==> config.mk <==
export PLATFORM = sky130hd
export DESIGN_NAME = rv32i_pipeline
export DESIGN_NICKNAME = d
export VERILOG_FILES = /design/src/rv32i_pkg.sv /design/src/rv32i_pipeline.sv /design/src/execute_stage.sv /design/src/decode_stage.sv /design/src/pipe_control.sv /design/src/reg_file.sv
export SDC_FILE = /design/constraint.sdc
export NUM_CORES = 2
export LEC_CHECK = 0
export BUFFER_PORTS_ARGS = -buffer_cell sky130_fd_sc_hd__buf_2
export CAP_MARGIN = 10
export CORE_MARGIN = 1.5
export CORE_UTILIZATION = 29
export CTS_BUF_LIST = sky130_fd_sc_hd__clkbuf_8 sky130_fd_sc_hd__clkbuf_16
export DETAILED_ROUTE_END_ITERATION = 10
export GPL_ROUTABILITY_DRIVEN = 1
export PLACE_DENSITY_LB_ADDON = 0.12
export REMOVE_ABC_BUFFERS = 1
export SYNTH_ARGS = -nofsm -noshare
export SYNTH_HDL_FRONTEND = slang
export SYNTH_SLANG_ARGS = --single-unit
==> constraint.sdc <==
create_clock -name clk -period 6.1 [get_ports clk]
set_input_delay 0.305 -clock clk [delete_from_list [all_inputs] [get_ports clk]]
set_output_delay 0.305 -clock clk [all_outputs]
set_load 0.02 [all_outputs]
==> src/rv32i_pkg.sv <==
package rv32i_pkg;

    // Machine word width
    localparam int XLEN = 32;

    // First fetch address out of reset
    localparam logic [XLEN-1:0] RESET_PC = 32'h0000_0000;

    // ADDI x0, x0, 0
    localparam logic [XLEN-1:0] NOP_INSTR = 32'h0000_0013;

    // Major opcodes of the supported subset
    typedef enum logic [6:0] {
        op_lui   = 7'b0110111,
        op_imm   = 7'b0010011,
        op_reg   = 7'b0110011,
        op_load  = 7'b0000011,
        op_store = 7'b0100011,
        op_br    = 7'b1100011,
        op_jal   = 7'b1101111,
        op_jalr  = 7'b1100111
    } opcode_e;

    typedef enum logic [3:0] {
        alu_add,
        alu_sub,
        alu_and,
        alu_or,
        alu_xor,
        alu_slt,
        alu_sll,
        alu_srl,
        alu_pass_b
    } alu_op_e;

    // Next PC source
    typedef enum logic [1:0] {
        pc_plus4,
        pc_target,
        pc_hold
    } pc_sel_e;

    // Pipeline buffer load choice
    typedef enum logic [1:0] {
        buf_load,
        buf_hold,
        buf_bubble
    } buf_sel_e;

    // Decoded control bits
    typedef struct packed {
        alu_op_e alu_op;
        logic    use_imm;
        logic    reg_write;
        logic    mem_read;
        logic    mem_write;
        logic    is_branch;
        logic    is_jump;
        // Writes PC+4 to rd
        logic    link;
    } ctrl_t;

    // Packet carried through every pipeline buffer
    typedef struct packed {
        logic            valid;
        logic [XLEN-1:0] pc;
        opcode_e         opcode;
        logic [2:0]      funct3;
        logic [4:0]      rd;
        logic [4:0]      rs1;
        logic [4:0]      rs2;
        logic [XLEN-1:0] imm;
        logic [XLEN-1:0] rs1_val;
        logic [XLEN-1:0] rs2_val;
        // Raw instruction in IF/ID, stage result afterwards
        logic [XLEN-1:0] result;
        ctrl_t           ctrl;
    } pipe_pkt_t;

    // Memory request, same shape for both ports
    typedef struct packed {
        logic            read;
        logic            write;
        logic [XLEN-1:0] addr;
        logic [XLEN-1:0] wdata;
    } mem_req_t;

    typedef struct packed {
        logic            resp;
        logic [XLEN-1:0] rdata;
    } mem_rsp_t;

endpackage
==> src/rv32i_pipeline.sv <==
`timescale 1ns/10ps

module rv32i_pipeline import rv32i_pkg::*; (
    input  logic     clk,
    input  logic     rst_n,
    output mem_req_t imem_req,
    input  mem_rsp_t imem_rsp,
    output mem_req_t dmem_req,
    input  mem_rsp_t dmem_rsp
);

    logic [XLEN-1:0] pc;
    logic            fetch_en;
    pipe_pkt_t       if_id;
    pipe_pkt_t       id_ex;
    pipe_pkt_t       ex_mem;
    pipe_pkt_t       mem_wb;
    pipe_pkt_t       fetch_pkt;
    pipe_pkt_t       dec_pkt;
    pipe_pkt_t       ex_pkt;
    logic            advance;
    logic            load_pc;
    logic            br_taken;
    logic            dmem_read;
    logic            dmem_write;
    buf_sel_e        if_id_sel;
    buf_sel_e        id_ex_sel;
    pc_sel_e         pc_sel;
    logic [XLEN-1:0] target;
    logic            dmem_done;
    logic [XLEN-1:0] dmem_rdata;
    logic [XLEN-1:0] load_data;
    logic            wb_en;

    // Next buffer contents; a bubble carries a NOP word and no valid bit
    function automatic pipe_pkt_t buf_next(
        input buf_sel_e  sel,
        input pipe_pkt_t cur,
        input pipe_pkt_t nxt
    );
        pipe_pkt_t pkt;
        case (sel)
            buf_load: pkt = nxt;
            buf_hold: pkt = cur;
            default: begin
                pkt        = '0;
                pkt.opcode = op_imm;
                pkt.result = NOP_INSTR;
            end
        endcase
        return pkt;
    endfunction

    // Raw register fields split off at fetch
    always_comb begin
        fetch_pkt        = '0;
        fetch_pkt.valid  = 1'b1;
        fetch_pkt.pc     = pc;
        fetch_pkt.opcode = opcode_e'(imem_rsp.rdata[6:0]);
        fetch_pkt.rd     = imem_rsp.rdata[11:7];
        fetch_pkt.funct3 = imem_rsp.rdata[14:12];
        fetch_pkt.rs1    = imem_rsp.rdata[19:15];
        fetch_pkt.rs2    = imem_rsp.rdata[24:20];
        fetch_pkt.result = imem_rsp.rdata;
    end

    pipe_control u_pipe_control (
        .clk        (clk),
        .rst_n      (rst_n),
        .if_id      (if_id),
        .id_ex      (id_ex),
        .ex_mem     (ex_mem),
        .br_taken   (br_taken),
        .imem_resp  (imem_rsp.resp),
        .dmem_resp  (dmem_rsp.resp || dmem_done),
        .advance    (advance),
        .load_pc    (load_pc),
        .if_id_sel  (if_id_sel),
        .id_ex_sel  (id_ex_sel),
        .pc_sel     (pc_sel),
        .dmem_read  (dmem_read),
        .dmem_write (dmem_write)
    );

    decode_stage u_decode_stage (
        .clk     (clk),
        .rst_n   (rst_n),
        .if_id   (if_id),
        .wb_en   (wb_en),
        .wb_rd   (mem_wb.rd),
        .wb_data (mem_wb.result),
        .dec_pkt (dec_pkt)
    );

    execute_stage u_execute_stage (
        .id_ex    (id_ex),
        .ex_mem   (ex_mem),
        .mem_wb   (mem_wb),
        .ex_pkt   (ex_pkt),
        .br_taken (br_taken),
        .target   (target)
    );

    // PC and fetch enable
    always_ff @(posedge clk) begin
        if (!rst_n) begin
            pc       <= RESET_PC;
            fetch_en <= 1'b0;
        end else begin
            fetch_en <= 1'b1;
            if (load_pc) begin
                pc <= (pc_sel == pc_target) ? target : pc + 32'd4;
            end
        end
    end

    // Pipeline buffers, all frozen without advance
    always_ff @(posedge clk) begin
        if (!rst_n) begin
            if_id  <= buf_next(buf_bubble, if_id, fetch_pkt);
            id_ex  <= buf_next(buf_bubble, id_ex, dec_pkt);
            ex_mem <= buf_next(buf_bubble, ex_mem, ex_pkt);
            mem_wb <= buf_next(buf_bubble, mem_wb, ex_mem);
        end else if (advance) begin
            if_id  <= buf_next(if_id_sel, if_id, fetch_pkt);
            id_ex  <= buf_next(id_ex_sel, id_ex, dec_pkt);
            ex_mem <= ex_pkt;
            mem_wb <= ex_mem;
            // Load data replaces the address
            if (ex_mem.ctrl.mem_read) begin
                mem_wb.result <= load_data;
            end
        end
    end

    // Data response can land while fetch is still pending
    always_ff @(posedge clk) begin
        if (!rst_n) begin
            dmem_done <= 1'b0;
        end else if (advance) begin
            dmem_done <= 1'b0;
        end else if (dmem_rsp.resp) begin
            dmem_done <= 1'b1;
        end
    end

    always_ff @(posedge clk) begin
        if (dmem_rsp.resp) begin
            dmem_rdata <= dmem_rsp.rdata;
        end
    end

    assign load_data = dmem_done ? dmem_rdata : dmem_rsp.rdata;

    // Drop the strobe after resp so a store is not repeated
    assign dmem_req = '{read:  dmem_read && !dmem_done,
                        write: dmem_write && !dmem_done,
                        addr:  ex_mem.result,
                        wdata: ex_mem.rs2_val};

    assign imem_req = '{read: fetch_en, write: 1'b0, addr: pc, wdata: '0};

    // Writeback enable
    assign wb_en = mem_wb.valid && mem_wb.ctrl.reg_write;

endmodule

==> src/execute_stage.sv <==
`timescale 1ns/10ps

module execute_stage import rv32i_pkg::*; (
    input  pipe_pkt_t       id_ex,
    input  pipe_pkt_t       ex_mem,
    input  pipe_pkt_t       mem_wb,
    output pipe_pkt_t       ex_pkt,
    output logic            br_taken,
    output logic [XLEN-1:0] target
);

    logic [XLEN-1:0] fwd_a;
    logic [XLEN-1:0] fwd_b;
    logic [XLEN-1:0] op_b;
    logic [XLEN-1:0] alu_out;
    logic [XLEN-1:0] jalr_sum;
    logic            cond;

    // Operand source: EX/MEM first, then MEM/WB, then register file
    function automatic logic [XLEN-1:0] fwd_sel(
        input logic [4:0]      rs,
        input logic [XLEN-1:0] rf_val,
        input pipe_pkt_t       em,
        input pipe_pkt_t       mw
    );
        logic [XLEN-1:0] val;
        val = rf_val;
        if (mw.valid && mw.ctrl.reg_write && mw.rd != 5'd0 && mw.rd == rs) begin
            val = mw.result;
        end
        // younger producer overrides
        if (em.valid && em.ctrl.reg_write && em.rd != 5'd0 && em.rd == rs) begin
            val = em.result;
        end
        return val;
    endfunction

    assign fwd_a = fwd_sel(id_ex.rs1, id_ex.rs1_val, ex_mem, mem_wb);
    assign fwd_b = fwd_sel(id_ex.rs2, id_ex.rs2_val, ex_mem, mem_wb);
    assign op_b  = id_ex.ctrl.use_imm ? id_ex.imm : fwd_b;

    always_comb begin
        case (id_ex.ctrl.alu_op)
            alu_add:    alu_out = fwd_a + op_b;
            alu_sub:    alu_out = fwd_a - op_b;
            alu_and:    alu_out = fwd_a & op_b;
            alu_or:     alu_out = fwd_a | op_b;
            alu_xor:    alu_out = fwd_a ^ op_b;
            alu_slt:    alu_out = {{(XLEN-1){1'b0}}, $signed(fwd_a) < $signed(op_b)};
            alu_sll:    alu_out = fwd_a << op_b[4:0];
            alu_srl:    alu_out = fwd_a >> op_b[4:0];
            alu_pass_b: alu_out = op_b;
            default:    alu_out = '0;
        endcase
    end

    // Branch compare on forwarded registers
    always_comb begin
        case (id_ex.funct3)
            3'b000:  cond = (fwd_a == fwd_b);
            3'b001:  cond = (fwd_a != fwd_b);
            3'b100:  cond = ($signed(fwd_a) < $signed(fwd_b));
            3'b101:  cond = ($signed(fwd_a) >= $signed(fwd_b));
            default: cond = 1'b0;
        endcase
    end

    assign br_taken = id_ex.valid && id_ex.ctrl.is_branch && cond;

    // JALR drops bit 0, others are PC relative
    assign jalr_sum = fwd_a + id_ex.imm;
    assign target   = (id_ex.opcode == op_jalr) ? {jalr_sum[XLEN-1:1], 1'b0}
                                                : id_ex.pc + id_ex.imm;

    always_comb begin
        ex_pkt         = id_ex;
        ex_pkt.rs1_val = fwd_a;
        // Store data leaves with the forwarded value
        ex_pkt.rs2_val = fwd_b;
        ex_pkt.result  = id_ex.ctrl.link ? id_ex.pc + 32'd4 : alu_out;
    end

endmodule

==> src/decode_stage.sv <==
`timescale 1ns/10ps

module decode_stage import rv32i_pkg::*; (
    input  logic            clk,
    input  logic            rst_n,
    input  pipe_pkt_t       if_id,
    input  logic            wb_en,
    input  logic [4:0]      wb_rd,
    input  logic [XLEN-1:0] wb_data,
    output pipe_pkt_t       dec_pkt
);

    logic [XLEN-1:0] instr;
    logic [XLEN-1:0] rs1_val;
    logic [XLEN-1:0] rs2_val;
    alu_op_e         alu_f3;
    logic            f3_ok;

    // Raw word rides in the IF/ID result field
    assign instr = if_id.result;

    reg_file u_reg_file (
        .clk     (clk),
        .rst_n   (rst_n),
        .rs1     (if_id.rs1),
        .rs2     (if_id.rs2),
        .wr_en   (wb_en),
        .rd      (wb_rd),
        .wr_data (wb_data),
        .rs1_val (rs1_val),
        .rs2_val (rs2_val)
    );

    // funct3 to ALU function, shared by OP and OP-IMM
    always_comb begin
        f3_ok = 1'b1;
        case (if_id.funct3)
            3'b000: alu_f3 = alu_add;
            3'b001: alu_f3 = alu_sll;
            3'b010: alu_f3 = alu_slt;
            3'b100: alu_f3 = alu_xor;
            3'b101: alu_f3 = alu_srl;
            3'b110: alu_f3 = alu_or;
            3'b111: alu_f3 = alu_and;
            default: begin
                // SLTU not supported
                alu_f3 = alu_add;
                f3_ok  = 1'b0;
            end
        endcase
    end

    always_comb begin
        dec_pkt         = if_id;
        dec_pkt.rs1_val = rs1_val;
        dec_pkt.rs2_val = rs2_val;
        dec_pkt.imm     = '0;
        dec_pkt.result  = '0;
        dec_pkt.ctrl    = '0;
        case (if_id.opcode)
            op_lui: begin
                dec_pkt.imm            = {instr[31:12], 12'b0};
                dec_pkt.ctrl.alu_op    = alu_pass_b;
                dec_pkt.ctrl.use_imm   = 1'b1;
                dec_pkt.ctrl.reg_write = 1'b1;
            end
            op_imm: begin
                dec_pkt.imm            = {{20{instr[31]}}, instr[31:20]};
                dec_pkt.ctrl.alu_op    = alu_f3;
                dec_pkt.ctrl.use_imm   = 1'b1;
                dec_pkt.ctrl.reg_write = 1'b1;
                dec_pkt.valid          = if_id.valid && f3_ok;
            end
            op_reg: begin
                // funct7 bit 30 picks SUB
                dec_pkt.ctrl.alu_op    = (if_id.funct3 == 3'b000 && instr[30]) ? alu_sub : alu_f3;
                dec_pkt.ctrl.reg_write = 1'b1;
                dec_pkt.valid          = if_id.valid && f3_ok;
            end
            op_load: begin
                dec_pkt.imm            = {{20{instr[31]}}, instr[31:20]};
                dec_pkt.ctrl.alu_op    = alu_add;
                dec_pkt.ctrl.use_imm   = 1'b1;
                dec_pkt.ctrl.reg_write = 1'b1;
                dec_pkt.ctrl.mem_read  = 1'b1;
            end
            op_store: begin
                dec_pkt.imm            = {{20{instr[31]}}, instr[31:25], instr[11:7]};
                dec_pkt.ctrl.alu_op    = alu_add;
                dec_pkt.ctrl.use_imm   = 1'b1;
                dec_pkt.ctrl.mem_write = 1'b1;
            end
            op_br: begin
                dec_pkt.imm = {{19{instr[31]}}, instr[31], instr[7], instr[30:25],
                               instr[11:8], 1'b0};
                dec_pkt.ctrl.is_branch = 1'b1;
                // Only BEQ, BNE, BLT, BGE
                dec_pkt.valid = if_id.valid && !if_id.funct3[1];
            end
            op_jal: begin
                dec_pkt.imm = {{11{instr[31]}}, instr[31], instr[19:12], instr[20],
                               instr[30:21], 1'b0};
                dec_pkt.ctrl.is_jump   = 1'b1;
                dec_pkt.ctrl.link      = 1'b1;
                dec_pkt.ctrl.reg_write = 1'b1;
            end
            op_jalr: begin
                dec_pkt.imm            = {{20{instr[31]}}, instr[31:20]};
                dec_pkt.ctrl.use_imm   = 1'b1;
                dec_pkt.ctrl.is_jump   = 1'b1;
                dec_pkt.ctrl.link      = 1'b1;
                dec_pkt.ctrl.reg_write = 1'b1;
            end
            // unknown opcode turns into a bubble
            default: dec_pkt.valid = 1'b0;
        endcase
    end

endmodule

==> src/pipe_control.sv <==
`timescale 1ns/10ps

module pipe_control import rv32i_pkg::*; (
    input  logic      clk,
    input  logic      rst_n,
    input  pipe_pkt_t if_id,
    input  pipe_pkt_t id_ex,
    input  pipe_pkt_t ex_mem,
    input  logic      br_taken,
    input  logic      imem_resp,
    input  logic      dmem_resp,
    output logic      advance,
    output logic      load_pc,
    output buf_sel_e  if_id_sel,
    output buf_sel_e  id_ex_sel,
    output pc_sel_e   pc_sel,
    output logic      dmem_read,
    output logic      dmem_write
);

    logic redirect;
    logic load_use;
    logic rs1_hit;
    logic rs2_hit;

    // Data strobes only for a live memory op in MEM
    assign dmem_read  = ex_mem.valid && ex_mem.ctrl.mem_read;
    assign dmem_write = ex_mem.valid && ex_mem.ctrl.mem_write;

    // Move everything once fetch is back and data port is idle or done
    assign advance = imem_resp && (!(dmem_read || dmem_write) || dmem_resp);

    // Raw source fields straight from IF/ID
    assign rs1_hit = (if_id.rs1 != 5'd0) && (if_id.rs1 == id_ex.rd);
    assign rs2_hit = (if_id.rs2 != 5'd0) && (if_id.rs2 == id_ex.rd);

    // Load in EX feeding the instruction in ID
    assign load_use = id_ex.valid && id_ex.ctrl.mem_read && (id_ex.rd != 5'd0)
                      && (rs1_hit || rs2_hit);

    // Jumps always redirect, branches only when taken
    assign redirect = (id_ex.valid && id_ex.ctrl.is_jump) || br_taken;

    always_comb begin
        pc_sel    = pc_plus4;
        if_id_sel = buf_load;
        id_ex_sel = buf_load;
        if (redirect) begin
            // Squash both younger instructions
            pc_sel    = pc_target;
            if_id_sel = buf_bubble;
            id_ex_sel = buf_bubble;
        end else if (load_use) begin
            // Freeze front end, bubble into EX
            pc_sel    = pc_hold;
            if_id_sel = buf_hold;
            id_ex_sel = buf_bubble;
        end
    end

    assign load_pc = advance && (pc_sel != pc_hold);

    // One data access type at a time
    assert property (@(posedge clk) disable iff (!rst_n) !(dmem_read && dmem_write));

    // Squashed or stalled slot reaches EX as a bubble
    assert property (@(posedge clk) disable iff (!rst_n)
        (advance && id_ex_sel == buf_bubble) |=> !id_ex.valid);

endmodule

==> src/reg_file.sv <==
`timescale 1ns/10ps

module reg_file import rv32i_pkg::*; (
    input  logic            clk,
    input  logic            rst_n,
    input  logic [4:0]      rs1,
    input  logic [4:0]      rs2,
    input  logic            wr_en,
    input  logic [4:0]      rd,
    input  logic [XLEN-1:0] wr_data,
    output logic [XLEN-1:0] rs1_val,
    output logic [XLEN-1:0] rs2_val
);

    // x0 has no storage
    logic [XLEN-1:0] regs [1:31];

    always_ff @(posedge clk) begin
        if (wr_en && rd != 5'd0) begin
            regs[rd] <= wr_data;
        end
    end

    // Same-cycle writeback bypassed to readers
    assign rs1_val = (rs1 == 5'd0) ? '0 : (wr_en && rd == rs1) ? wr_data : regs[rs1];
    assign rs2_val = (rs2 == 5'd0) ? '0 : (wr_en && rd == rs2) ? wr_data : regs[rs2];

    // Written value reads back next cycle, a write to x0 leaves zero
    assert property (@(posedge clk) disable iff (!rst_n)
        wr_en |=> (rs1 != $past(rd)) || (wr_en && rd == rs1)
                  || (rs1_val == (($past(rd) == 5'd0) ? '0 : $past(wr_data))));

endmodule

After elaboration in Yosys (flattened, before gate mapping)
Memories as Yosys holds them, arrays and structs flattened. A register that Yosys moved wholly into a read port is not among the register bits. Index checks and enable logic that the tools add are counted.

Register bits after elaboration: 433. Bits in writable memories: 992. Latch bits: 0. Memories kept: 1. Bits of input ports: 68. Bits in read-only memories: 0.

Multiplexer cells: 42. $add $sub $neg: 6. Reduce and logical (&&, ||, !) cells: 57. Multiply operators: 0. Bitwise operators: 6. Divide/modulo/power cells: 0. Magnitude comparators: 3. Equal/unequal tests: 40. Shift-type cells: 2.

Memories: u_decode_stage.u_reg_file.regs (words 31, bits a word 32, rd ports 2, clocked after memory_dff 2, write ports 1, RTL line reg_file.sv:16) `logic [XLEN-1:0] regs [1:31];`.

Operator list (count): $pmux W197 S2 (2); $mux W32 (14); $pmux W32 S9 (1); $pmux W32 S5 (1); $add A32 B32 Y32 (3); $add A32 B3 Y32 const B (2); $lt A32 B32 Y1 (2); $eq A5 B5 Y1 (8); $and A32 B32 Y32 (1); $eq A32 B32 Y1 (1); $ge A32 B32 Y1 (1); $ne A32 B32 Y1 (1); $or A32 B32 Y32 (1); $shl A32 B5 Y32 (1); $shr A32 B5 Y32 (1); $sub A32 B32 Y32 (1); $xor A32 B32 Y32 (1); $eq A7 B7 Y1 const B (4); $logic_and A1 B1 Y1 (27); $reduce_bool A5 Y1 (5); $eq A7 B6 Y1 const B (3); $mux W5 (4); $eq A3 B3 Y1 const B (6); $pmux W3 S6 (1); 29 further kinds (64).

Depth between registers and ports, before layout
Word-level depth: 15. Mapped depth: 25. Gate-level depth less buffers: 20.

Modules after synthesis
Synthesis repeated with hierarchy kept, for this count alone.

Cells, all modules: 8002. Area, all modules: 91198.7 µm².

By module, submodules not included: reg_file (times used 1, area each 47200.3 µm², seq. area each 29788.6 µm², cells each 2759); rv32i_pipeline (times used 1, area each 26355.3 µm², seq. area each 14774.2 µm², cells each 2544); execute_stage (times used 1, area each 16037.9 µm², seq. area each 0.0 µm², cells each 2476); decode_stage (times used 1, area each 1353.8 µm², seq. area each 0.0 µm², cells each 187); pipe_control (times used 1, area each 251.5 µm², seq. area each 0.0 µm², cells each 36).

Worst setup path before layout
Ideal clock, no wire load.

Path type: register to register. Start point: register, netlist name ex_mem[149]. End point: register pc[29]. Setup time: 0.125 ns. Stages on the path, launching flop included: 25. Slack: 0.827 ns. Arrival: 5.148 ns. Cells stage by stage: dfxtp_1 -> buf_2 -> xnor2_1 -> nand3_1 -> nor3_2 -> clkbuf_1 -> clkbuf_1 -> clkbuf_1 -> nand2_1 -> o21ai_0 -> inv_1 -> ha_1 -> nand2_1 -> or4_1 -> nand4b_1 -> xnor2_1 -> o21ai_0 -> nand2b_1 -> o211a_1 -> or2_2 -> clkbuf_1 -> nand2_1 -> clkbuf_1 -> nor3_1 -> o41a_1.

Cells in the longest elaborated chain, start to end: 11. Elaborated cells on any way between the ends: 22.

Ends and longest elaborated chain: $reduce_bool A5 Y1 (RTL line execute_stage.sv:32) `if (em.valid && em.ctrl.reg_write && em.rd != 5'd0 && em.rd == rs) begin`; $logic_and A1 B1 Y1 (2 in a row) (RTL line execute_stage.sv:32); $mux W32 (RTL line execute_stage.sv:32); $ge A32 B32 Y1, or another cell as far along (RTL line execute_stage.sv:63) `3'b101: cond = ($signed(fwd_a) >= $signed(fwd_b));`; $pmux W1 S4 (RTL line execute_stage.sv:59) `case (id_ex.funct3)`; $logic_and A1 B1 Y1 (RTL line execute_stage.sv:68) `assign br_taken = id_ex.valid && id_ex.ctrl.is_branch && cond;`; $logic_or A1 B1 Y1 (RTL line pipe_control.sv:42) `assign redirect = (id_ex.valid && id_ex.ctrl.is_jump) || br_taken;`; $mux W2 (RTL line pipe_control.sv:48) `if (redirect) begin`; $eq A2 B1 Y1 / $ne A2 B2 Y1 (equally long branches) (RTL line rv32i_pipeline.sv:112, pipe_control.sv:61); $mux W32 / $logic_and A1 B1 Y1 (equally long branches) (RTL line rv32i_pipeline.sv:112, pipe_control.sv:61); end signal, assigned (RTL line rv32i_pipeline.sv:112) `pc <= (pc_sel == pc_target) ? target : pc + 32'd4;`; end, declared (RTL line rv32i_pipeline.sv:12) `logic [XLEN-1:0] pc;`.

Parallel ways exist; a longest one is shown, timed or not. A chain may end at the register's enable or synchronous reset.

Worst setup path in the final report
Start point: register, netlist name ex_mem[150]. End point: register, netlist name dmem_req[63].

Cells in the longest elaborated chain, start to end: 8. Elaborated cells on any way between the ends: 18.

Ends and longest elaborated chain: $reduce_bool A5 Y1 (RTL line execute_stage.sv:32); $logic_and A1 B1 Y1 (2 in a row) (RTL line execute_stage.sv:32); $mux W32 (RTL line execute_stage.sv:32); $mux W32 (RTL line execute_stage.sv:40) `assign op_b = id_ex.ctrl.use_imm ? id_ex.imm : fwd_b;`; $sub A32 B32 Y32, or another cell as far along (RTL line execute_stage.sv:45) `alu_sub: alu_out = fwd_a - op_b;`; $pmux W32 S9 (*) (RTL line execute_stage.sv:43) `case (id_ex.ctrl.alu_op)`; $mux W32 (*) (RTL line execute_stage.sv:80) `ex_pkt.result = id_ex.ctrl.link ? id_ex.pc + 32'd4 : alu_out;`.

Mark *: on every way between the ends. The rest lies on a longest branch, timed or not.

==> results.md <==
- Leak: approximately 31 nW
- Slew Viols, Final: 0
- Detailed Route WL: 349,000 um
- Mux contribution to synthesized area: 20.2%
- IO buf count: between 150 and 200
- Critical path peak fanout: 13
- Status: completed
- Critical Path End Type: flop
- Crit Reg-Reg Endpoint: dmem_req[63]
- Endpoint, Worst Hold: dmem_rdata[15]
- CTS sink count: roughly 1,400
- Xor/xnor share of the synthesized area: 1.39%
- Critical setup path kind: flop to flop
- Most common cell in the netlist: edfxtp_1
- Pwr/cell area: between 200 and 300 nW/um2
- Drt drc: 0
- Synth Area per Inst: ~12 um2
- Max Cap Violations: 0
- Final worst path period need: 5.87 ns
- Tightest Hold Check Type: input port to flop
- Layout cell share with drive strength beyond 1: a little under a quarter
- Path depth of the worst reg2reg path: 19
- Async set-reset flop share out of synthesis: 0%
- Post-route ant nets: 0
- Reg2Reg Launch Point: ex_mem[150]
- DIE HEIGHT: between 500 and 600 um
- Synth Area in Compound Gates: between 10% and 20%
- HPWL after DPL: 237,000 um
- Cell row count: between 150 and 200
- Synth warn: 0
- Cell Area, Synth: between 70,000 and 80,000 um2
- Power consumption: approximately 25 mW
- Synthesized instance count: between 6,000 and 7,000
- Area fraction of the dominant cell type after synthesis: approximately two fifths
- Ports: 200
- Total track usage: about a quarter
- Clk_lat worst skew: 0.85 ns
- Clock Tree Buf Depth: 3
- Worst-margin pin slew: between 1 and 1.5 ns
- CTS H-tree depth: 4
- Via count: just under 60,000
- Core area: 268,000 um2
- Vias in the first global route: just under 60,000
- Initial drt markers: roughly 6,400
- Final Net Count: just under 7,000
- Clock transition at path regs: roughly 0.060 ns
- Slew margin rel.: between 10 and 15%
- Top cells by count, synth: edfxtp_1 (1,024), mux4_2 (553), nand2_1 (519)
- Hold path depth: 2
- Hold slack final: around 0.097 ns
- Final Setup Violations: 0
- Top cells by area, synth: edfxtp_1 (39%), mux4_2 (16%), dfxtp_1 (9.9%), mux2i_1 (3.8%), ha_1 (3.1%)
- Post-synth EDFFs: roughly 1,000
- Worst Path Required: ~6.7 ns
- Finished layout cell area: 91,400 um2
- CP arrival: between 6 and 7 ns
- Grt ovf: 0
- Worst VDD drop: between 0.2 and 0.25 mV
- Synth Flop Type: edfxtp_1
- Skew final: 0.0708 ns
- Largest area contributor in the netlist: edfxtp_1
- Area after DPL: 84,700 um2
- Clk root buf: clkbuf_16
- Critical path launch point type: flop
- Setup slack, reg-to-reg: ~0.23 ns
- Largest family of logic cells by synthesized area: multiplexers
- Post-synthesis simple-gate area fraction: 8.10%
- Vias/cell: between 5 and 6
- Sequential element share of the synthesized area: 49.2%
- Fmax: approximately 0.17 GHz
- Initial antenna violation count: 21
- WL per Instance: ~34 um
- Synthesized flop and latch total: 1,409
- Area of the die: roughly 270,000 um2
- First-pass GRT wire length: between 400,000 and 500,000 um
- GPL Wtd Cong: between 1 and 1.5
- TritonCTS clock tree: built
- Initial Util: between 20% and 30%
- Synth Area in Adders: 3.18%
- Area growth from synthesis to layout: 17.0%
- Hold path start: dmem_rsp[32]
- Synth unique cells: 109
- Final period utilization: 96.2%
- Drt pass-1 iters: 6
- CTS Buf Count: ~170
- Die width: 522 um
- Fin. Hold Viols: 0
- Largest net degree at the start of global routing: 84
==> critical path, stage by stage (launching register included) <==
cell	delay, ns
dfxtp_1	0.36
or4_4	0.58
o21bai_2	0.25
nor3_4	0.14
buf_4	0.20
buf_4	0.16
o21ai_0	0.45
buf_4	0.20
inv_1	0.12
o21ai_0	0.40
buf_4	0.23
ha_1	0.25
or4_1	0.63
nor3_1	0.21
nand3_1	0.19
a211oi_1	0.47
o21ai_0	0.21
a21oi_1	0.24
mux2i_1	0.23
a32oi_1	0.12
==> cell usage in the layout (no fill, tap or decap), types with 21 or more instances in the layout <==
cell,netlist,final
edfxtp_1,1024,1024
dlygate4sd3_1,0,71
inv_1,140,171
mux4_2,553,553
nor2b_1,25,25
a21o_1,69,69
and3_1,31,31
mux2_2,28,28
ha_1,192,191
a22o_1,101,101
mux2i_1,298,298
nor3_1,88,85
nor2_4,1,34
nor2_1,420,387
o22ai_1,25,25
xor2_1,45,45
a21oi_1,410,408
buf_2,35,166
o211ai_1,112,112
a22oi_1,95,95
clkinv_2,0,26
dfxtp_1,385,372
o221ai_1,24,24
o21ai_0,322,320
nand4_1,29,29
a211oi_1,134,133
xnor2_1,79,79
buf_4,103,403
nand2_1,519,514
conb_1,1,33
a31oi_1,46,45
nand3_1,129,129
clkinv_1,2,26
clkbuf_16,0,170
buf_12,0,24
a221oi_1,47,47
and2_1,23,21
==> state kept, by name, indices dropped and copies added (netlist names), named ones only <==
register and flops:
u_decode_stage.u_reg_file.regs 992, fetch_en 1, dmem_done 1, dmem_rdata 32, dmem_req 64, pc 32, ex_mem 9, if_id 65
mem_wb 39, id_ex 164
==> layer usage <==
layer | GRT usage, % | up-vias | routed length, um
met5 | 0 | - | 72
met4 | 11.5 | 12 | 17800
met2 | 41.5 | 2279 | 167000
met1 | 32.1 | 30787 | 143000
li1 | - | 25451 | -
met3 | 4.19 | 615 | 20900
==> how the worst max path moves through the flow <==
stage | endpoint | startpoint | cells past startpoint
final | dmem_req[63] | ex_mem[150] | 19
after global routing | dmem_req[62] | mem_wb[151] | 23
after CTS | if_id[152] | mem_wb[151] | 21
after detailed placement | id_ex[97] | ex_mem[150] | 21
after global placement | id_ex[83] | mem_wb[151] | 21
after floorplan | id_ex[101] | flop | 7
==> power breakdown <==
part	internal (mW)	leakage, nW	switching (mW)	total [mW]
Combinational	1.30	15.7	2.19	3.49
Clock	6.14	2.95	4.45	10.6
Sequential	10.4	12.5	0.274	10.6
Total	17.8	31.2	6.92	24.7
==> area by class of cell <==
type	instances	area, um2
Antenna cell	7	17.5
Clock inverter	126	1330
Sequential cell	1409	38500
Multi-Input combinational cell	4263	37000
Clock buffer	190	4530
Fill cell	26402	177000
Inverter	147	562
Tap cell	3552	4440
Timing Repair Buffer	664	5050
==> per-stage QoR <==
stage	setup slack (ns)	util, %	instances	setup TNS [ns]
after detailed placement	-0.108	31.6	9959	-3.72
after global placement	-0.0553	31.6	9957	-1.57
after CTS	0.0459	34.1	10346	0
final	0.229	34.1	10358	0
after floorplan	-5.99	-	5819	-964.09
after global routing	-0.00567	34.1	10352	-0.00579
==> cell families (layout without fill, tap and decap cells) <==
group | after synthesis | after routing
buffers and inverters | 723 | 1127
AOI/OAI and AO/OA | 1630 | 1630
xor gates and xnor gates | 124 | 124
adders and majority gates | 196 | 196
muxes | 880 | 880
and+or+nand+nor | 1400 | 1400
other | 1 | 40
DFF | 1409 | 1409
==> repair_timing <==
item | in CTS | in global routing
setup buffers | 0 | 5
pin swaps | 0 | 3
endpoints found under the hold margin | 116 | 0
endpoints found under the setup margin | 77 | 111
hold buffers | 71 | 0
gates cloned | 0 | 0
gates resized for setup | 1 | 11
Note: power is estimated with default switching activity, not from simulation.
